[config.mk]
export PLATFORM = sky130hd
export DESIGN_NAME = sp_fetch_top
export DESIGN_NICKNAME = d
export VERILOG_FILES = /design/src/verilog/sp_fetch_pkg.sv /design/src/verilog/insn_bus_if.sv /design/src/verilog/sp_widener.sv /design/src/verilog/insn_fifo.sv /design/src/verilog/fifo_overflow.sv /design/src/verilog/sp_fetch.sv /design/src/verilog/sp_fetch_top.sv
export SDC_FILE = /design/constraint.sdc
export NUM_CORES = 1
export LEC_CHECK = 0
export ABC_CLOCK_PERIOD_IN_PS = 8500
export BUFFER_PORTS_ARGS = -buffer_cell sky130_fd_sc_hd__buf_4
export CAP_MARGIN = 0
export CORE_AREA = 2 2 263 291
export DETAILED_ROUTE_END_ITERATION = 10
export DIE_AREA = 0 0 265 293
export GPL_TIMING_DRIVEN = 1
export MAX_ROUTING_LAYER = met4
export PLACE_DENSITY = 0.63
export SLEW_MARGIN = 20
export SYNTH_ARGS = -nofsm -noshare
export SYNTH_HDL_FRONTEND = slang
export SYNTH_SLANG_ARGS = --single-unit
[constraint.sdc]
create_clock -name clk -period 8.5 [get_ports clk]
set_input_delay 0.425 -clock clk [delete_from_list [all_inputs] [get_ports clk]]
set_output_delay 0.425 -clock clk [all_outputs]
set_load 0.005 [all_outputs]
[src/verilog/sp_fetch_pkg.sv]
package sp_fetch_pkg;

	// ~~~~~~~~~~~~~~~~~~~~~~~~~~~~~~~~~~~~~~~~~~~~~~~~~~~~~~~~~~~~
	// Bus and word widths
	// ~~~~~~~~~~~~~~~~~~~~~~~~~~~~~~~~~~~~~~~~~~~~~~~~~~~~~~~~~~~~

	typedef logic [15:0] vram_word;       // One VRAM data word
	typedef logic [23:0] vram_addr;       // VRAM word address
	typedef logic [22:0] vram_insn_addr;  // Address in units of 32-bit instructions
	typedef logic [31:0] insn_word;       // Instruction or header word
	typedef logic [31:0] cmd_word;        // Entry count and batch length

	// ~~~~~~~~~~~~~~~~~~~~~~~~~~~~~~~~~~~~~~~~~~~~~~~~~~~~~~~~~~~~
	// Program header and fetch FIFO geometry
	// ~~~~~~~~~~~~~~~~~~~~~~~~~~~~~~~~~~~~~~~~~~~~~~~~~~~~~~~~~~~~

	localparam int insn_subword_bits = 1;  // Header address fields start above this
	localparam int insn_entry_size = 4;    // Code base, code length, batch base, batch length
	localparam int fetch_fifo_depth = 8;

	localparam int fifo_ptr_bits = $clog2(fetch_fifo_depth);
	localparam int entry_ptr_bits = $clog2(insn_entry_size);

	typedef logic [fifo_ptr_bits-1:0] fifo_ptr;
	typedef logic [fifo_ptr_bits:0]   fifo_count;  // Holds 0 up to the full depth
	typedef logic [entry_ptr_bits-1:0] entry_ptr;

	typedef enum logic [1:0] {
		idle,
		header,
		loop,
		flush
	} fetch_state;

	// Clear-lanes flag sits in the top bit
	typedef logic [$bits(insn_word):0] fifo_entry;

endpackage

[src/verilog/insn_bus_if.sv]
`timescale 1ns/10ps

interface insn_bus_if import sp_fetch_pkg::*; ();

	logic          read;
	vram_insn_addr address;
	insn_word      readdata;
	logic          waitrequest;
	logic          readdatavalid;

	modport master (
		output read,
		output address,
		input  readdata,
		input  waitrequest,
		input  readdatavalid
	);

	modport slave (
		input  read,
		input  address,
		output readdata,
		output waitrequest,
		output readdatavalid
	);

endinterface

[src/verilog/sp_widener.sv]
`timescale 1ns/10ps

module sp_widener import sp_fetch_pkg::*; (
	input  logic     clk,
	input  logic     rst_n,
	insn_bus_if.slave bus,
	output logic     word_read,
	output vram_addr word_address,
	input  vram_word word_readdata,
	input  logic     word_waitrequest,
	input  logic     word_readdatavalid
);

	logic     req_odd;      // Next word read goes to the odd half
	logic     resp_odd;     // Next answer is the high half
	logic     word_accept;
	logic     wide_valid;
	insn_word wide_data;
	vram_word low_half;

	assign word_read = bus.read;
	assign word_address = {bus.address, req_odd};  // Even word holds the low half
	assign word_accept = word_read && !word_waitrequest;

	// The instruction is only taken once its odd word is taken
	assign bus.waitrequest = !(req_odd && word_accept);
	assign bus.readdata = wide_data;
	assign bus.readdatavalid = wide_valid;

	// ~~~~~~~~~~~~~~~~~~~~~~~~~~~~~~~~~~~~~~~~~~~~~~~~~~~~~~~~~~~~
	// Request and answer phase tracking
	// ~~~~~~~~~~~~~~~~~~~~~~~~~~~~~~~~~~~~~~~~~~~~~~~~~~~~~~~~~~~~

	always_ff @(posedge clk or negedge rst_n) begin
		if (!rst_n) begin
			req_odd <= 1'b0;
			resp_odd <= 1'b0;
			wide_valid <= 1'b0;
		end else begin
			if (word_accept)
				req_odd <= !req_odd;

			if (word_readdatavalid)
				resp_odd <= !resp_odd;

			wide_valid <= word_readdatavalid && resp_odd;  // One cycle after the high half
		end
	end

	always_ff @(posedge clk) begin
		if (word_readdatavalid && !resp_odd)
			low_half <= word_readdata;

		if (word_readdatavalid && resp_odd)
			wide_data <= {word_readdata, low_half};
	end

endmodule

[src/verilog/insn_fifo.sv]
`timescale 1ns/10ps

module insn_fifo import sp_fetch_pkg::*; (
	input  logic      clk,
	input  logic      rst_n,
	input  fifo_entry in,
	input  logic      in_valid,
	output fifo_entry out,
	output logic      out_valid,
	input  logic      out_ready,
	output logic      empty
);

	fifo_entry mem [fetch_fifo_depth];
	fifo_ptr   wr_ptr;
	fifo_ptr   rd_ptr;
	fifo_count count;
	logic      pop;

	function automatic fifo_ptr next_ptr(fifo_ptr ptr);
		return (ptr == fifo_ptr'(fetch_fifo_depth - 1)) ? '0 : ptr + 1'b1;
	endfunction

	assign empty = count == '0;
	assign out_valid = !empty;
	assign out = mem[rd_ptr];            // Head stays put until it is popped
	assign pop = out_valid && out_ready;

	// Writes are never refused; the fetcher's credit tracker keeps room
	always_ff @(posedge clk or negedge rst_n) begin
		if (!rst_n) begin
			wr_ptr <= '0;
			rd_ptr <= '0;
			count <= '0;
		end else begin
			if (in_valid)
				wr_ptr <= next_ptr(wr_ptr);

			if (pop)
				rd_ptr <= next_ptr(rd_ptr);

			case ({in_valid, pop})
				2'b10: count <= count + 1'b1;
				2'b01: count <= count - 1'b1;
				default: ;
			endcase
		end
	end

	always_ff @(posedge clk) begin
		if (in_valid)
			mem[wr_ptr] <= in;
	end

endmodule

[src/verilog/fifo_overflow.sv]
`timescale 1ns/10ps

module fifo_overflow import sp_fetch_pkg::*; (
	input  logic clk,
	input  logic rst_n,
	input  logic down,
	input  logic out_valid,
	input  logic out_ready,
	output logic down_safe
);

	fifo_count credits;       // Free FIFO slots not yet promised to a read
	fifo_count credits_next;
	logic      up;

	assign up = out_valid && out_ready;

	always_comb begin
		credits_next = credits;

		if (down && !up)
			credits_next = credits - 1'b1;
		else if (up && !down)
			credits_next = credits + 1'b1;
	end

	// Two credits leave room for a read that is raised on this same edge
	always_ff @(posedge clk or negedge rst_n) begin
		if (!rst_n) begin
			credits <= fifo_count'(fetch_fifo_depth);
			down_safe <= 1'b1;
		end else begin
			credits <= credits_next;
			down_safe <= credits_next >= fifo_count'(2);
		end
	end

endmodule

[src/verilog/sp_fetch.sv]
`timescale 1ns/10ps

module sp_fetch import sp_fetch_pkg::*; (
	input  logic          clk,
	input  logic          rst_n,
	insn_bus_if.master    bus,
	input  logic          program_start,
	input  vram_insn_addr program_header_base,
	input  cmd_word       program_header_size,
	output logic          running,
	input  logic          batch_end,
	output logic          batch_start,
	output vram_insn_addr batch_base,
	output cmd_word       batch_length,
	input  logic          ready,
	output logic          valid,
	output insn_word      insn,
	output logic          clear_lanes
);

	fetch_state    state;
	logic          insn_read;
	vram_insn_addr insn_address;
	logic          bus_accept;
	logic          bus_free;      // No request is held back by waitrequest
	logic          code_phase;
	logic          code_accept;
	logic          code_answer;

	cmd_word       header_count;  // Entries left, this one included
	vram_insn_addr header_ptr;
	entry_ptr      entry_fetch_count;
	entry_ptr      entry_read_count;
	logic          entry_end;
	logic          header_last;
	insn_word      entry_data [insn_entry_size];

	vram_insn_addr code_base;
	insn_word      code_length;
	insn_word      code_fetch_ptr;
	insn_word      code_read_ptr;
	fifo_count     inflight;
	logic          flush_done;

	fifo_entry     fifo_in;
	fifo_entry     fifo_out;
	logic          fifo_put;
	logic          fifo_empty;
	logic          fifo_down_safe;

	function automatic vram_insn_addr base_from_word(insn_word word);
		return word[insn_subword_bits +: $bits(vram_insn_addr)];
	endfunction

	assign bus.read = insn_read;
	assign bus.address = insn_address;
	assign bus_accept = insn_read && !bus.waitrequest;
	assign bus_free = !insn_read || !bus.waitrequest;

	assign code_phase = state == loop || state == flush;
	assign code_accept = bus_accept && code_phase;
	assign code_answer = bus.readdatavalid && code_phase;

	assign entry_end = entry_read_count == entry_ptr'(insn_entry_size - 1);
	assign header_last = header_count <= cmd_word'(1);
	assign code_base = base_from_word(entry_data[0]);
	assign code_length = entry_data[1];

	// Every code read answered and written, and the core has taken the last one
	assign flush_done = fifo_empty && !fifo_put && !insn_read && inflight == '0;

	assign insn = fifo_out[$bits(insn_word)-1:0];
	assign clear_lanes = fifo_out[$bits(insn_word)];

	insn_fifo fifo_i (
		.clk,
		.rst_n,
		.in(fifo_in),
		.in_valid(fifo_put),
		.out(fifo_out),
		.out_valid(valid),
		.out_ready(ready),
		.empty(fifo_empty)
	);

	fifo_overflow overflow_i (
		.clk,
		.rst_n,
		.down(code_accept),
		.out_valid(valid),
		.out_ready(ready),
		.down_safe(fifo_down_safe)
	);

	// ~~~~~~~~~~~~~~~~~~~~~~~~~~~~~~~~~~~~~~~~~~~~~~~~~~~~~~~~~~~~
	// Control FSM
	// ~~~~~~~~~~~~~~~~~~~~~~~~~~~~~~~~~~~~~~~~~~~~~~~~~~~~~~~~~~~~

	always_ff @(posedge clk or negedge rst_n) begin
		if (!rst_n) begin
			state <= idle;
			running <= 1'b0;
			insn_read <= 1'b0;
			batch_start <= 1'b0;
			fifo_put <= 1'b0;
			inflight <= '0;
			entry_fetch_count <= '0;
			entry_read_count <= '0;
		end else begin
			batch_start <= 1'b0;
			fifo_put <= code_answer;

			case ({code_accept, code_answer})
				2'b10: inflight <= inflight + 1'b1;
				2'b01: inflight <= inflight - 1'b1;
				default: ;
			endcase

			unique case (state)
				idle: begin
					if (program_start && program_header_size != '0) begin
						state <= header;
						running <= 1'b1;
						insn_read <= 1'b1;
						entry_fetch_count <= '0;
						entry_read_count <= '0;
					end
				end

				header: begin
					if (bus_accept) begin
						entry_fetch_count <= entry_fetch_count + 1'b1;
						if (entry_fetch_count == entry_ptr'(insn_entry_size - 1))
							insn_read <= 1'b0;
					end

					if (bus.readdatavalid) begin
						entry_read_count <= entry_read_count + 1'b1;  // Wraps back to zero

						if (entry_end) begin
							state <= loop;
							insn_read <= 1'b1;
							batch_start <= 1'b1;
						end
					end
				end

				loop: begin
					if (bus_free)
						insn_read <= fifo_down_safe;

					// A held request stays up until taken, so its address is kept
					if (batch_end) begin
						state <= flush;
						if (bus_free)
							insn_read <= 1'b0;
					end
				end

				flush: begin
					if (bus_accept)
						insn_read <= 1'b0;

					if (flush_done) begin
						state <= header_last ? idle : header;
						running <= !header_last;
						insn_read <= !header_last;
					end
				end
			endcase
		end
	end

	// ~~~~~~~~~~~~~~~~~~~~~~~~~~~~~~~~~~~~~~~~~~~~~~~~~~~~~~~~~~~~
	// Addresses, header entry and code pointers
	// ~~~~~~~~~~~~~~~~~~~~~~~~~~~~~~~~~~~~~~~~~~~~~~~~~~~~~~~~~~~~

	always_ff @(posedge clk) begin
		unique case (state)
			idle: begin
				if (program_start) begin
					header_ptr <= program_header_base;
					header_count <= program_header_size;
					insn_address <= program_header_base;
				end
			end

			header: begin
				if (bus_accept) begin
					insn_address <= insn_address + 1'b1;
					header_ptr <= header_ptr + 1'b1;
				end

				if (bus.readdatavalid) begin
					for (int i = 0; i < insn_entry_size - 1; i++)
						entry_data[i] <= entry_data[i + 1];
					entry_data[insn_entry_size - 1] <= bus.readdata;

					// Words are taken from their pre-shift slots
					if (entry_end) begin
						insn_address <= base_from_word(entry_data[1]);
						batch_base <= base_from_word(entry_data[3]);
						batch_length <= bus.readdata;
						code_fetch_ptr <= '0;
						code_read_ptr <= '0;
					end
				end
			end

			loop, flush: begin
				if (code_accept) begin
					if (code_fetch_ptr == code_length) begin
						insn_address <= code_base;
						code_fetch_ptr <= '0;
					end else begin
						insn_address <= insn_address + 1'b1;
						code_fetch_ptr <= code_fetch_ptr + 1'b1;
					end
				end

				if (code_answer) begin
					fifo_in <= {code_read_ptr == '0, bus.readdata};  // First word of a pass

					if (code_read_ptr == code_length)
						code_read_ptr <= '0;
					else
						code_read_ptr <= code_read_ptr + 1'b1;
				end

				if (state == flush && flush_done) begin
					header_count <= header_count - 1'b1;
					insn_address <= header_ptr;
				end
			end
		endcase
	end

endmodule

[src/verilog/sp_fetch_top.sv]
`timescale 1ns/10ps

module sp_fetch_top import sp_fetch_pkg::*; (
	input  logic          clk,
	input  logic          rst_n,
	output logic          fetch_read,
	output vram_addr      fetch_address,
	input  vram_word      fetch_readdata,
	input  logic          fetch_waitrequest,
	input  logic          fetch_readdatavalid,
	input  logic          program_start,
	input  vram_insn_addr program_header_base,
	input  cmd_word       program_header_size,
	output logic          running,
	input  logic          batch_end,
	output logic          batch_start,
	output vram_insn_addr batch_base,
	output cmd_word       batch_length,
	input  logic          ready,
	output logic          valid,
	output insn_word      insn,
	output logic          clear_lanes
);

	insn_bus_if insn_bus ();  // 32-bit instruction reads

	sp_fetch fetch_i (
		.clk,
		.rst_n,
		.bus(insn_bus.master),
		.program_start,
		.program_header_base,
		.program_header_size,
		.running,
		.batch_end,
		.batch_start,
		.batch_base,
		.batch_length,
		.ready,
		.valid,
		.insn,
		.clear_lanes
	);

	sp_widener widener_i (
		.clk,
		.rst_n,
		.bus(insn_bus.slave),
		.word_read(fetch_read),
		.word_address(fetch_address),
		.word_readdata(fetch_readdata),
		.word_waitrequest(fetch_waitrequest),
		.word_readdatavalid(fetch_readdatavalid)
	);

endmodule

==> key figures, run 1 <==
Status
  • Status: completed

Floorplan
  • Top Ports: between 150 and 200
  • DIE HEIGHT: 293 um
  • Starting Density: 0.397
  • DIE AREA: slightly below 80,000 um2
  • Rows: around 110
  • Chip Width: 265 um
  • Core footprint: between 70,000 and 80,000 um2

Place
  • GPL Wtd Cong: 0.954
  • PortBufs: between 150 and 200
  • Placed Area: 32,100 um2
  • Detail Placement HPWL: 50,300 um

Timing
  • Period utilisation layout: 0.441
  • Max-slew violations: 0
  • Clk_skew: ~0.036 ns
  • FMAX: 0.267 GHz
  • Relative slew slack: 0.208
  • Final Critical Period: around 3.7 ns
  • Final setup fails: 0
  • Unrepaired setup endpoints after global routing: false
  • Final TNS setup: 0 ns
  • Final Hold Fails: 0
  • Slew of the pin with the lowest slew margin: between 1 and 1.5 ns

Global routing
  • Initial antenna violation count: 1
  • First-pass GRT wire length: roughly 110,000 um
  • Largest net degree at the start of global routing: roughly 70
  • GRT overflow: 0
  • Total GRT Usage: 0.199
  • Vias in the first global route: about 17,000

CTS
  • Post-CTS setup buffer count: 0
  • TritonCTS clock tree: built
  • CTS sink count: around 700
  • Reg clk slew, reported paths: roughly 0.060 ns
  • Number of hold buffers added after CTS: 16
  • Clock buffer depth: 3
  • Worst skew pair latency: about 0.63 ns
  • # resized after CTS: 0
  • Clock root buffer master: clkbuf_16
  • H-tree levels: 3
  • Total CTS buffers: 74

Critical path
  • Worst reg2reg path depth: 10
  • Critical Path Max Stage Delay: 0.82 ns
  • Worst-path cell chain: ha_1 -> or2_2 -> and2_2 -> ha_1 -> ha_1 -> a21o_1 -> a21oi_1 -> xnor2_1 -> nor2_1 -> xor2_1
  • CP startpoint: fetch_i.state[1]
  • Critical path required time: between 8 and 9 ns
  • FF-to-FF End: fetch_i.inflight[3]
  • Slowest cell on the critical path: and2_2
  • Crit path kind: reg2reg
  • Worst Path Arrival: approximately 4.2 ns
  • CP delay by family, top: simple AND/OR/NAND/NOR gates
  • Crit path buf inv count: 0
  • Crit-path most repeated cell: ha_1
  • CP endpoint kind: flip-flop
  • CP Launch Type: flip-flop
  • RR Startpoint: fetch_i.state[1]
  • Crit path max fanout: 35
  • Flop-to-flop setup slack: roughly 4.8 ns

Min path
  • Hold Crit Class: in2reg
  • Hold EP: widener_i.bus.readdata[28]
  • Hold Startpoint: fetch_readdata[12]
  • Min-Delay Path Depth: 1

Power and ir drop
  • Max rail drop VDD: between 0.2 and 0.25 mV
  • Leakage: between 10 and 15 nW
  • Power Density: ~360 nW/um2
  • Overall power: 12.4 mW

Route
  • DR iter-0 viols: ~1,600
  • Drt wl/cell: approximately 24 um
  • Routed WL: approximately 75,000 um
  • DRT Pass-1 Iters: 6
  • DRT antenna net count: 0
  • Via count: between 15,000 and 20,000
  • Post-DR vias/cell: about 5.5
  • Residual DRC: 0

Final layout
  • Finished Cell Area: 34,700 um2
  • Filler Cells Inserted: roughly 6,500
  • Multi-input logic area: between 8000 and 9000 um2
  • Commonest non-fill, non-tap cells in the layout: 661 x edfxtp_1, 216 x buf_4, 149 x nor2_1, 141 x xor2_1, 117 x nand2_1
  • Layout area overhead: 17.5%
  • Storage cell area: roughly 21,000 um2
  • Layout cells sized above 1: 0.220
  • Nets@finish: 2,256
  • Commonest non-fill, non-tap cell in the layout: edfxtp_1

Logic synthesis
  • Synthesized cell area: ~30,000 um2
  • Sequential-to-total area share from yosys stat: 0.699
  • Main synth FF type: edfxtp_1
  • Distinct cells, synth: between 80 and 90
  • Synthesized flop and latch total: 693
  • Yosys warns: 0
  • Asr flop ratio synth: 0.0462
  • Post-Syn Instances: between 1,500 and 2,000
  • Synthesized Nets: 2,026
  • Post-synth EDFFs: between 600 and 700
  • Avg Inst Size Synth: ~15 um2

Flow run
  • Max Cap Violations: 0
[layer usage]
layer	GRT usage	wire (um)
met2	0.303	34800
met3	0.0380	5530
met4	0.0604	1940
met1	0.272	32800
met5	-	0
[cell usage after synthesis (all sizes together) (4+ instances only)]
master / n / area (um2)
and2: 9 / 56.3
a21oi: 59 / 295
o21ai: 68 / 344
mux4: 66 / 1490
ha: 25 / 313
or3: 11 / 73.8
mux2: 37 / 417
mux2i: 14 / 140
clkbuf: 41 / 155
xnor2: 75 / 657
nand3: 49 / 263
o211ai: 8 / 60.1
edfxtp: 661 / 19800
a22oi: 5 / 37.5
and4: 15 / 131
nor2: 160 / 603
a221oi: 5 / 43.8
nand2b: 6 / 37.5
a31oi: 10 / 62.6
xor2: 141 / 1230
buf: 39 / 191
o22ai: 6 / 37.5
and3: 23 / 144
nor3: 30 / 155
a221o: 6 / 60.1
or4: 10 / 86.3
nor4: 45 / 322
inv: 35 / 131
a211oi: 5 / 37.5
nor4b: 4 / 50.1
nor2b: 5 / 31.3
nand2: 119 / 449
o31ai: 7 / 52.6
a21boi: 5 / 37.5
dfrtp: 30 / 751
nand4: 36 / 238
[sequential cells by signal (all words and copies together) (netlist names), 3 cells and up]
name,count
widener_i.bus.readdata,32
fetch_i.fifo_i.mem,264
fetch_i.header_count,32
fetch_i.inflight,4
fetch_i.fifo_i.count,4
fetch_i.header_ptr,23
widener_i.low_half,16
fetch_i.overflow_i.credits,4
fetch_i.fifo_in,33
fetch_i.batch_length,32
fetch_i.batch_base,23
fetch_i.entry_data,119
fetch_i.fifo_i.wr_ptr,3
fetch_i.code_read_ptr,32
fetch_i.fifo_i.rd_ptr,3
fetch_i.code_fetch_ptr,32
fetch_i.bus.address,23
[stage by stage]
stage | hold slack [ns] | cells | worst slack (ns) | utilization
2_1_floorplan | 0.129 | 1921 | 4.00 | -
3_3_place_gp | 0.402 | 3021 | 4.83 | 0.432
3_5_place_dp | 0.405 | 3022 | 4.75 | 0.432
4_1_cts | 0.00760 | 3168 | 4.67 | 0.467
5_1_grt | 0.0224 | 3169 | 4.52 | 0.467
6_report | 0.0486 | 3170 | 4.75 | 0.467
[power by group]
group          switching [mW]  leakage, nW  internal (mW)
clock network            1.35         1.17           1.82
logic                    1.98         4.07           1.50
registers               0.905         6.47           4.81
[layout make-up]
cell class | instances | area share
Sequential cell | 693 | 0.595
Multi-Input combinational cell | 1113 | 0.245
Clock buffer | 94 | 0.0581
Timing Repair Buffer | 234 | 0.0519
Tap cell | 963 | 0.0347
Clock inverter | 36 | 0.0113
Inverter | 35 | 0.00378
Antenna cell | 2 | 0.000144
[worst max path at each step]
| stage | endpoint | slack, ns | cells after the start |
|---|---|---|---|
| 2_1_floorplan | fetch_i.entry_data[0][10] | 4.00 | 5 |
| 3_3_place_gp | fetch_i.inflight[3] | 4.83 | 10 |
| 3_5_place_dp | fetch_i.inflight[3] | 4.75 | 10 |
| 4_1_cts | insn[18] | 4.67 | 4 |
| 5_1_grt | fetch_i.inflight[3] | 4.52 | 10 |
| 6_report | fetch_i.inflight[3] | 4.75 | 10 |
[cells by family (layout without fill, tap and decap cells)]
kind of cell,count (synthesis),after routing,share of synthesized area
buffers and inverters,115,399,0.0162
muxes,117,117,0.0691
other,0,2,0
AOI/OAI and AO/OA,219,219,0.0472
xor gates and xnor gates,216,216,0.0640
and+or+nand+nor,534,534,0.0927
DFF,693,693,0.699
adders and majority gates,27,27,0.0119
No activity file was read; power rests on OpenSTA's default activity.
==> inputs of run 2 (changes only) <==
ABC_AREA = 1   (was unset)
ABC_CLOCK_PERIOD_IN_PS = 3500   (was 8500)
CORE_AREA = 2 2 269 297   (was 2 2 263 291)
DIE_AREA = 0 0 271 299   (was 0 0 265 293)
clock period = 3.5 ns   (was 8.5 ns; I/O delays follow)
==> run 2 against run 1 <==
Sequential power increased by 140%; critical path type is now reg2out; sequential cell count stayed put; global-route usage grew 0.81 points; largest power group unchanged; combinational power increased to 2.8 times the previous value; clock skew fell by 0.0053 ns; largest cell class unchanged; design area rose by 6.4%; critical endpoint is now insn[7].
==> key figures, run 2 <==
Status
  • Status: completed

Logic synthesis
  • Synth top area cells: edfxtp_1 64%, nor2_1 5.5%, nand2_1 5.5%
  • Distinct cells, synth: 48 (-44%)
  • Synthesized cell area: 30,900 um2 (+4.7%)
  • Synthesized Nets: 2,912 (+44%)
  • Post-synth top cells: 661 x edfxtp_1, 456 x nor2_1, 452 x nand2_1
  • Synthesized flop and latch total: 693 (unchanged)
  • Post-Syn Instances: 2,807 (+46%)
  • Sequential-to-total area share from yosys stat: 0.668 (-0.0311)
  • Asr flop ratio synth: 0.0462 (unchanged)
  • Most common cell in the netlist: edfxtp_1
  • Avg Inst Size Synth: 11.0 um2 (-28%)
  • Main synth FF type: edfxtp_1
  • Cell taking the most area after synthesis: edfxtp_1
  • Share of the synthesized area in the top cell type: 0.642 (-0.0299)
  • Yosys warns: 0 (unchanged)
  • Post-synth EDFFs: 661 (unchanged)

Critical path
  • Worst-path cell chain: buf_4 -> o21ai_0 -> o22ai_1 -> nor2_1 -> a31oi_1 -> buf_4
  • Crit path buf inv count: 2 (+2)
  • Crit path max fanout: 67 (+91%)
  • Critical Path Max Stage Delay: 0.64 ns (-0.18 ns)
  • CP Launch Type: flip-flop
  • Critical path required time: 3.32 ns (-5.66 ns)
  • CP delay by family, top: compound AO/OA/AOI/OAI gates
  • Worst Path Arrival: 2.85 ns (-1.38 ns)
  • Slowest cell on the critical path: buf_4
  • CP endpoint kind: output port
  • Crit-path most repeated cell: buf_4
  • Crit path kind: reg2out

Place
  • Detail Placement HPWL: 54,500 um (+8.4%)
  • Placed Area: 33,800 um2 (+5.1%)
  • GPL Wtd Cong: 0.975 (+2.2%)
  • PortBufs: 193 (unchanged)

Final layout
  • Biggest register: fetch_i.fifo_i.mem
  • Layout cells sized above 1: 0.141 (-0.0791)
  • Nets@finish: 3,194 (+42%)
  • Finished Cell Area: 37,000 um2 (+6.4%)
  • Regs by FF count: fetch_i.fifo_i.mem x264, fetch_i.entry_data x119, fetch_i.fifo_in x33
  • Layout area overhead: 19.5%
  • Commonest non-fill, non-tap cells in the layout: 661 x edfxtp_1, 452 x nand2_1, 445 x nor2_1, 235 x o21ai_0, 227 x buf_4
  • Commonest non-fill, non-tap cell in the layout: edfxtp_1
  • Largest register FFs: 264 (unchanged)

Flow run
  • Max Cap Violations: 0 (unchanged)

Floorplan
  • Top Ports: 194 (unchanged)
  • DIE HEIGHT: 299 um (+2.0%)
  • Rows: 108 (+2.9%)
  • DIE AREA: 81,000 um2 (+4.4%)
  • Core footprint: 78,200 um2 (+5.2%)
  • Starting Density: 0.395 (-0.00214)
  • Chip Width: 271 um (+2.3%)

Route
  • Routed WL: 82,000 um (+9.3%)
  • Via count: 21,600 (+24%)
  • DRT Pass-1 Iters: 6 (unchanged)
  • Post-DR vias/cell: 5.14 (-6.4%)
  • Residual DRC: 0 (unchanged)
  • DR iter-0 viols: 2,116 (+36%)
  • DRT antenna net count: 0 (unchanged)
  • Drt wl/cell: 19.6 um (-17%)

Global routing
  • Total GRT Usage: 0.207 (+0.00812)
  • First-pass GRT wire length: 124,000 um (+11%)
  • Vias in the first global route: 20,600 (+18%)
  • Initial antenna violation count: 6 (+5)
  • Largest net degree at the start of global routing: 135 (+96%)
  • GRT overflow: 0 (unchanged)

Timing
  • Final Critical Period: approximately 3.0 ns
  • Final setup fails: 0 (unchanged)
  • Period utilisation layout: 0.866
  • Max-slew violations: 0 (unchanged)
  • Final TNS setup: 0 ns (unchanged)
  • Clk_skew: 0.0306 ns (-0.00526 ns)
  • Unrepaired setup endpoints after global routing: false
  • Slew of the pin with the lowest slew margin: 0.895 ns (-0.288 ns)
  • Final Hold Fails: 0 (unchanged)
  • Relative slew slack: 0.404 (+0.195)
  • FMAX: roughly 0.33 GHz

Power and ir drop
  • Leakage: 13.7 nW (+17%)
  • Power Density: 848 nW/um2 (+140%)
  • Max rail drop VDD: 0.521 mV (+150%)

CTS
  • Worst skew pair latency: 0.63 ns (about the same)
  • H-tree levels: 3 (unchanged)
  • Reg clk slew, reported paths: 0.06 ns (about the same)
  • Post-CTS setup buffer count: 0 (unchanged)
  • Clock root buffer master: clkbuf_16
  • Total CTS buffers: 73 (-1.4%)
  • TritonCTS clock tree: built
  • CTS sink count: 693 (unchanged)
  • # resized after CTS: 0 (unchanged)
  • Clock buffer depth: 3 (unchanged)

Min path
  • Hold Crit Class: in2reg
## run 2: path summary, 6_finish.rpt
check	startpoint	to	slack, ns	cells after the start
setup / recovery	fetch_i.fifo_i.rd_ptr[1]	insn[7]	0.47	6
hold / removal	program_header_size[2]	fetch_i.header_count[2]	0.03	3
setup reg to reg	fetch_i.state[0]	fetch_i.code_read_ptr[21]	0.89	6
hold reg to reg	fetch_i.entry_data[2][2]	fetch_i.entry_data[1][2]	0.40	0
max in group asynchronous	rst_n	fetch_i.fifo_i.rd_ptr[0]	3.09	2
min in group asynchronous	rst_n	fetch_i.bus.read	0.05	2
## run 2: kinds of logic (layout without fill, tap and decap cells)
group,count (synthesis),count (layout),share of synthesized area
and+or+nand+nor,1215,1215,0.173
other,0,3,0
adders and majority gates,27,27,0.0114
buffers and inverters,334,673,0.0422
xor gates and xnor gates,112,112,0.0317
DFF,693,693,0.668
AOI/OAI and AO/OA,426,426,0.0742
## run 2: report_power, final
part / switching, mW / internal (mW) / total [mW]
registers: 1.84 / 11.6 / 13.5
clock network: 3.28 / 4.68 / 7.96
logic: 6.41 / 3.49 / 9.90
## run 2: layer usage
metal  track usage  vias up  share of wire
met2         0.331      674           0.49
li1              -    10300              -
met3        0.0291      134          0.054
met1         0.271    10500           0.43
met4        0.0714        0          0.027
met5             -        -              0
## run 2: what timing repair did
| item | CTS | global route |
|---|---|---|
| hold buffers | 73 | 0 |
| hold endpoints to repair | 143 | 0 |
| setup endpoints to repair | 0 | 0 |
## run 2: worst register-to-register path, cell delays in order, from the launching register on
cell	delay (ns)
dfrtp_1	0.44
inv_1	0.11
ha_1	0.25
nor2_4	0.08
inv_1	0.58
nand2_2	0.60
nor3b_1	0.38
## run 2: final cells by class
class,count,area [um2]
Clock inverter,34,443
Antenna cell,3,7.51
Timing Repair Buffer,307,2570
Fill cell,6900,41300
Inverter,234,883
Multi-Input combinational cell,1780,9080
Sequential cell,693,20700
Clock buffer,98,2010
Tap cell,1045,1310
## run 2: per-stage QoR
| stage | instances | hold slack [ns] | setup slack (ns) | util | power [mW] |
|---|---|---|---|---|---|
| 3_5_place_dp | 3986 | 0.155 | 0.907 | 0.432 | 23.4 |
| 2_1_floorplan | 2807 | -0.121 | 0.0794 | - | 19.4 |
| 4_1_cts | 4191 | 0.0281 | 0.495 | 0.472 | 31.5 |
| 5_1_grt | 4194 | 0.0411 | 0.357 | 0.473 | 33.2 |
| 3_3_place_gp | 3986 | 0.154 | 1.01 | 0.432 | 23.3 |
| 6_report | 4194 | 0.0345 | 0.471 | 0.473 | 31.3 |
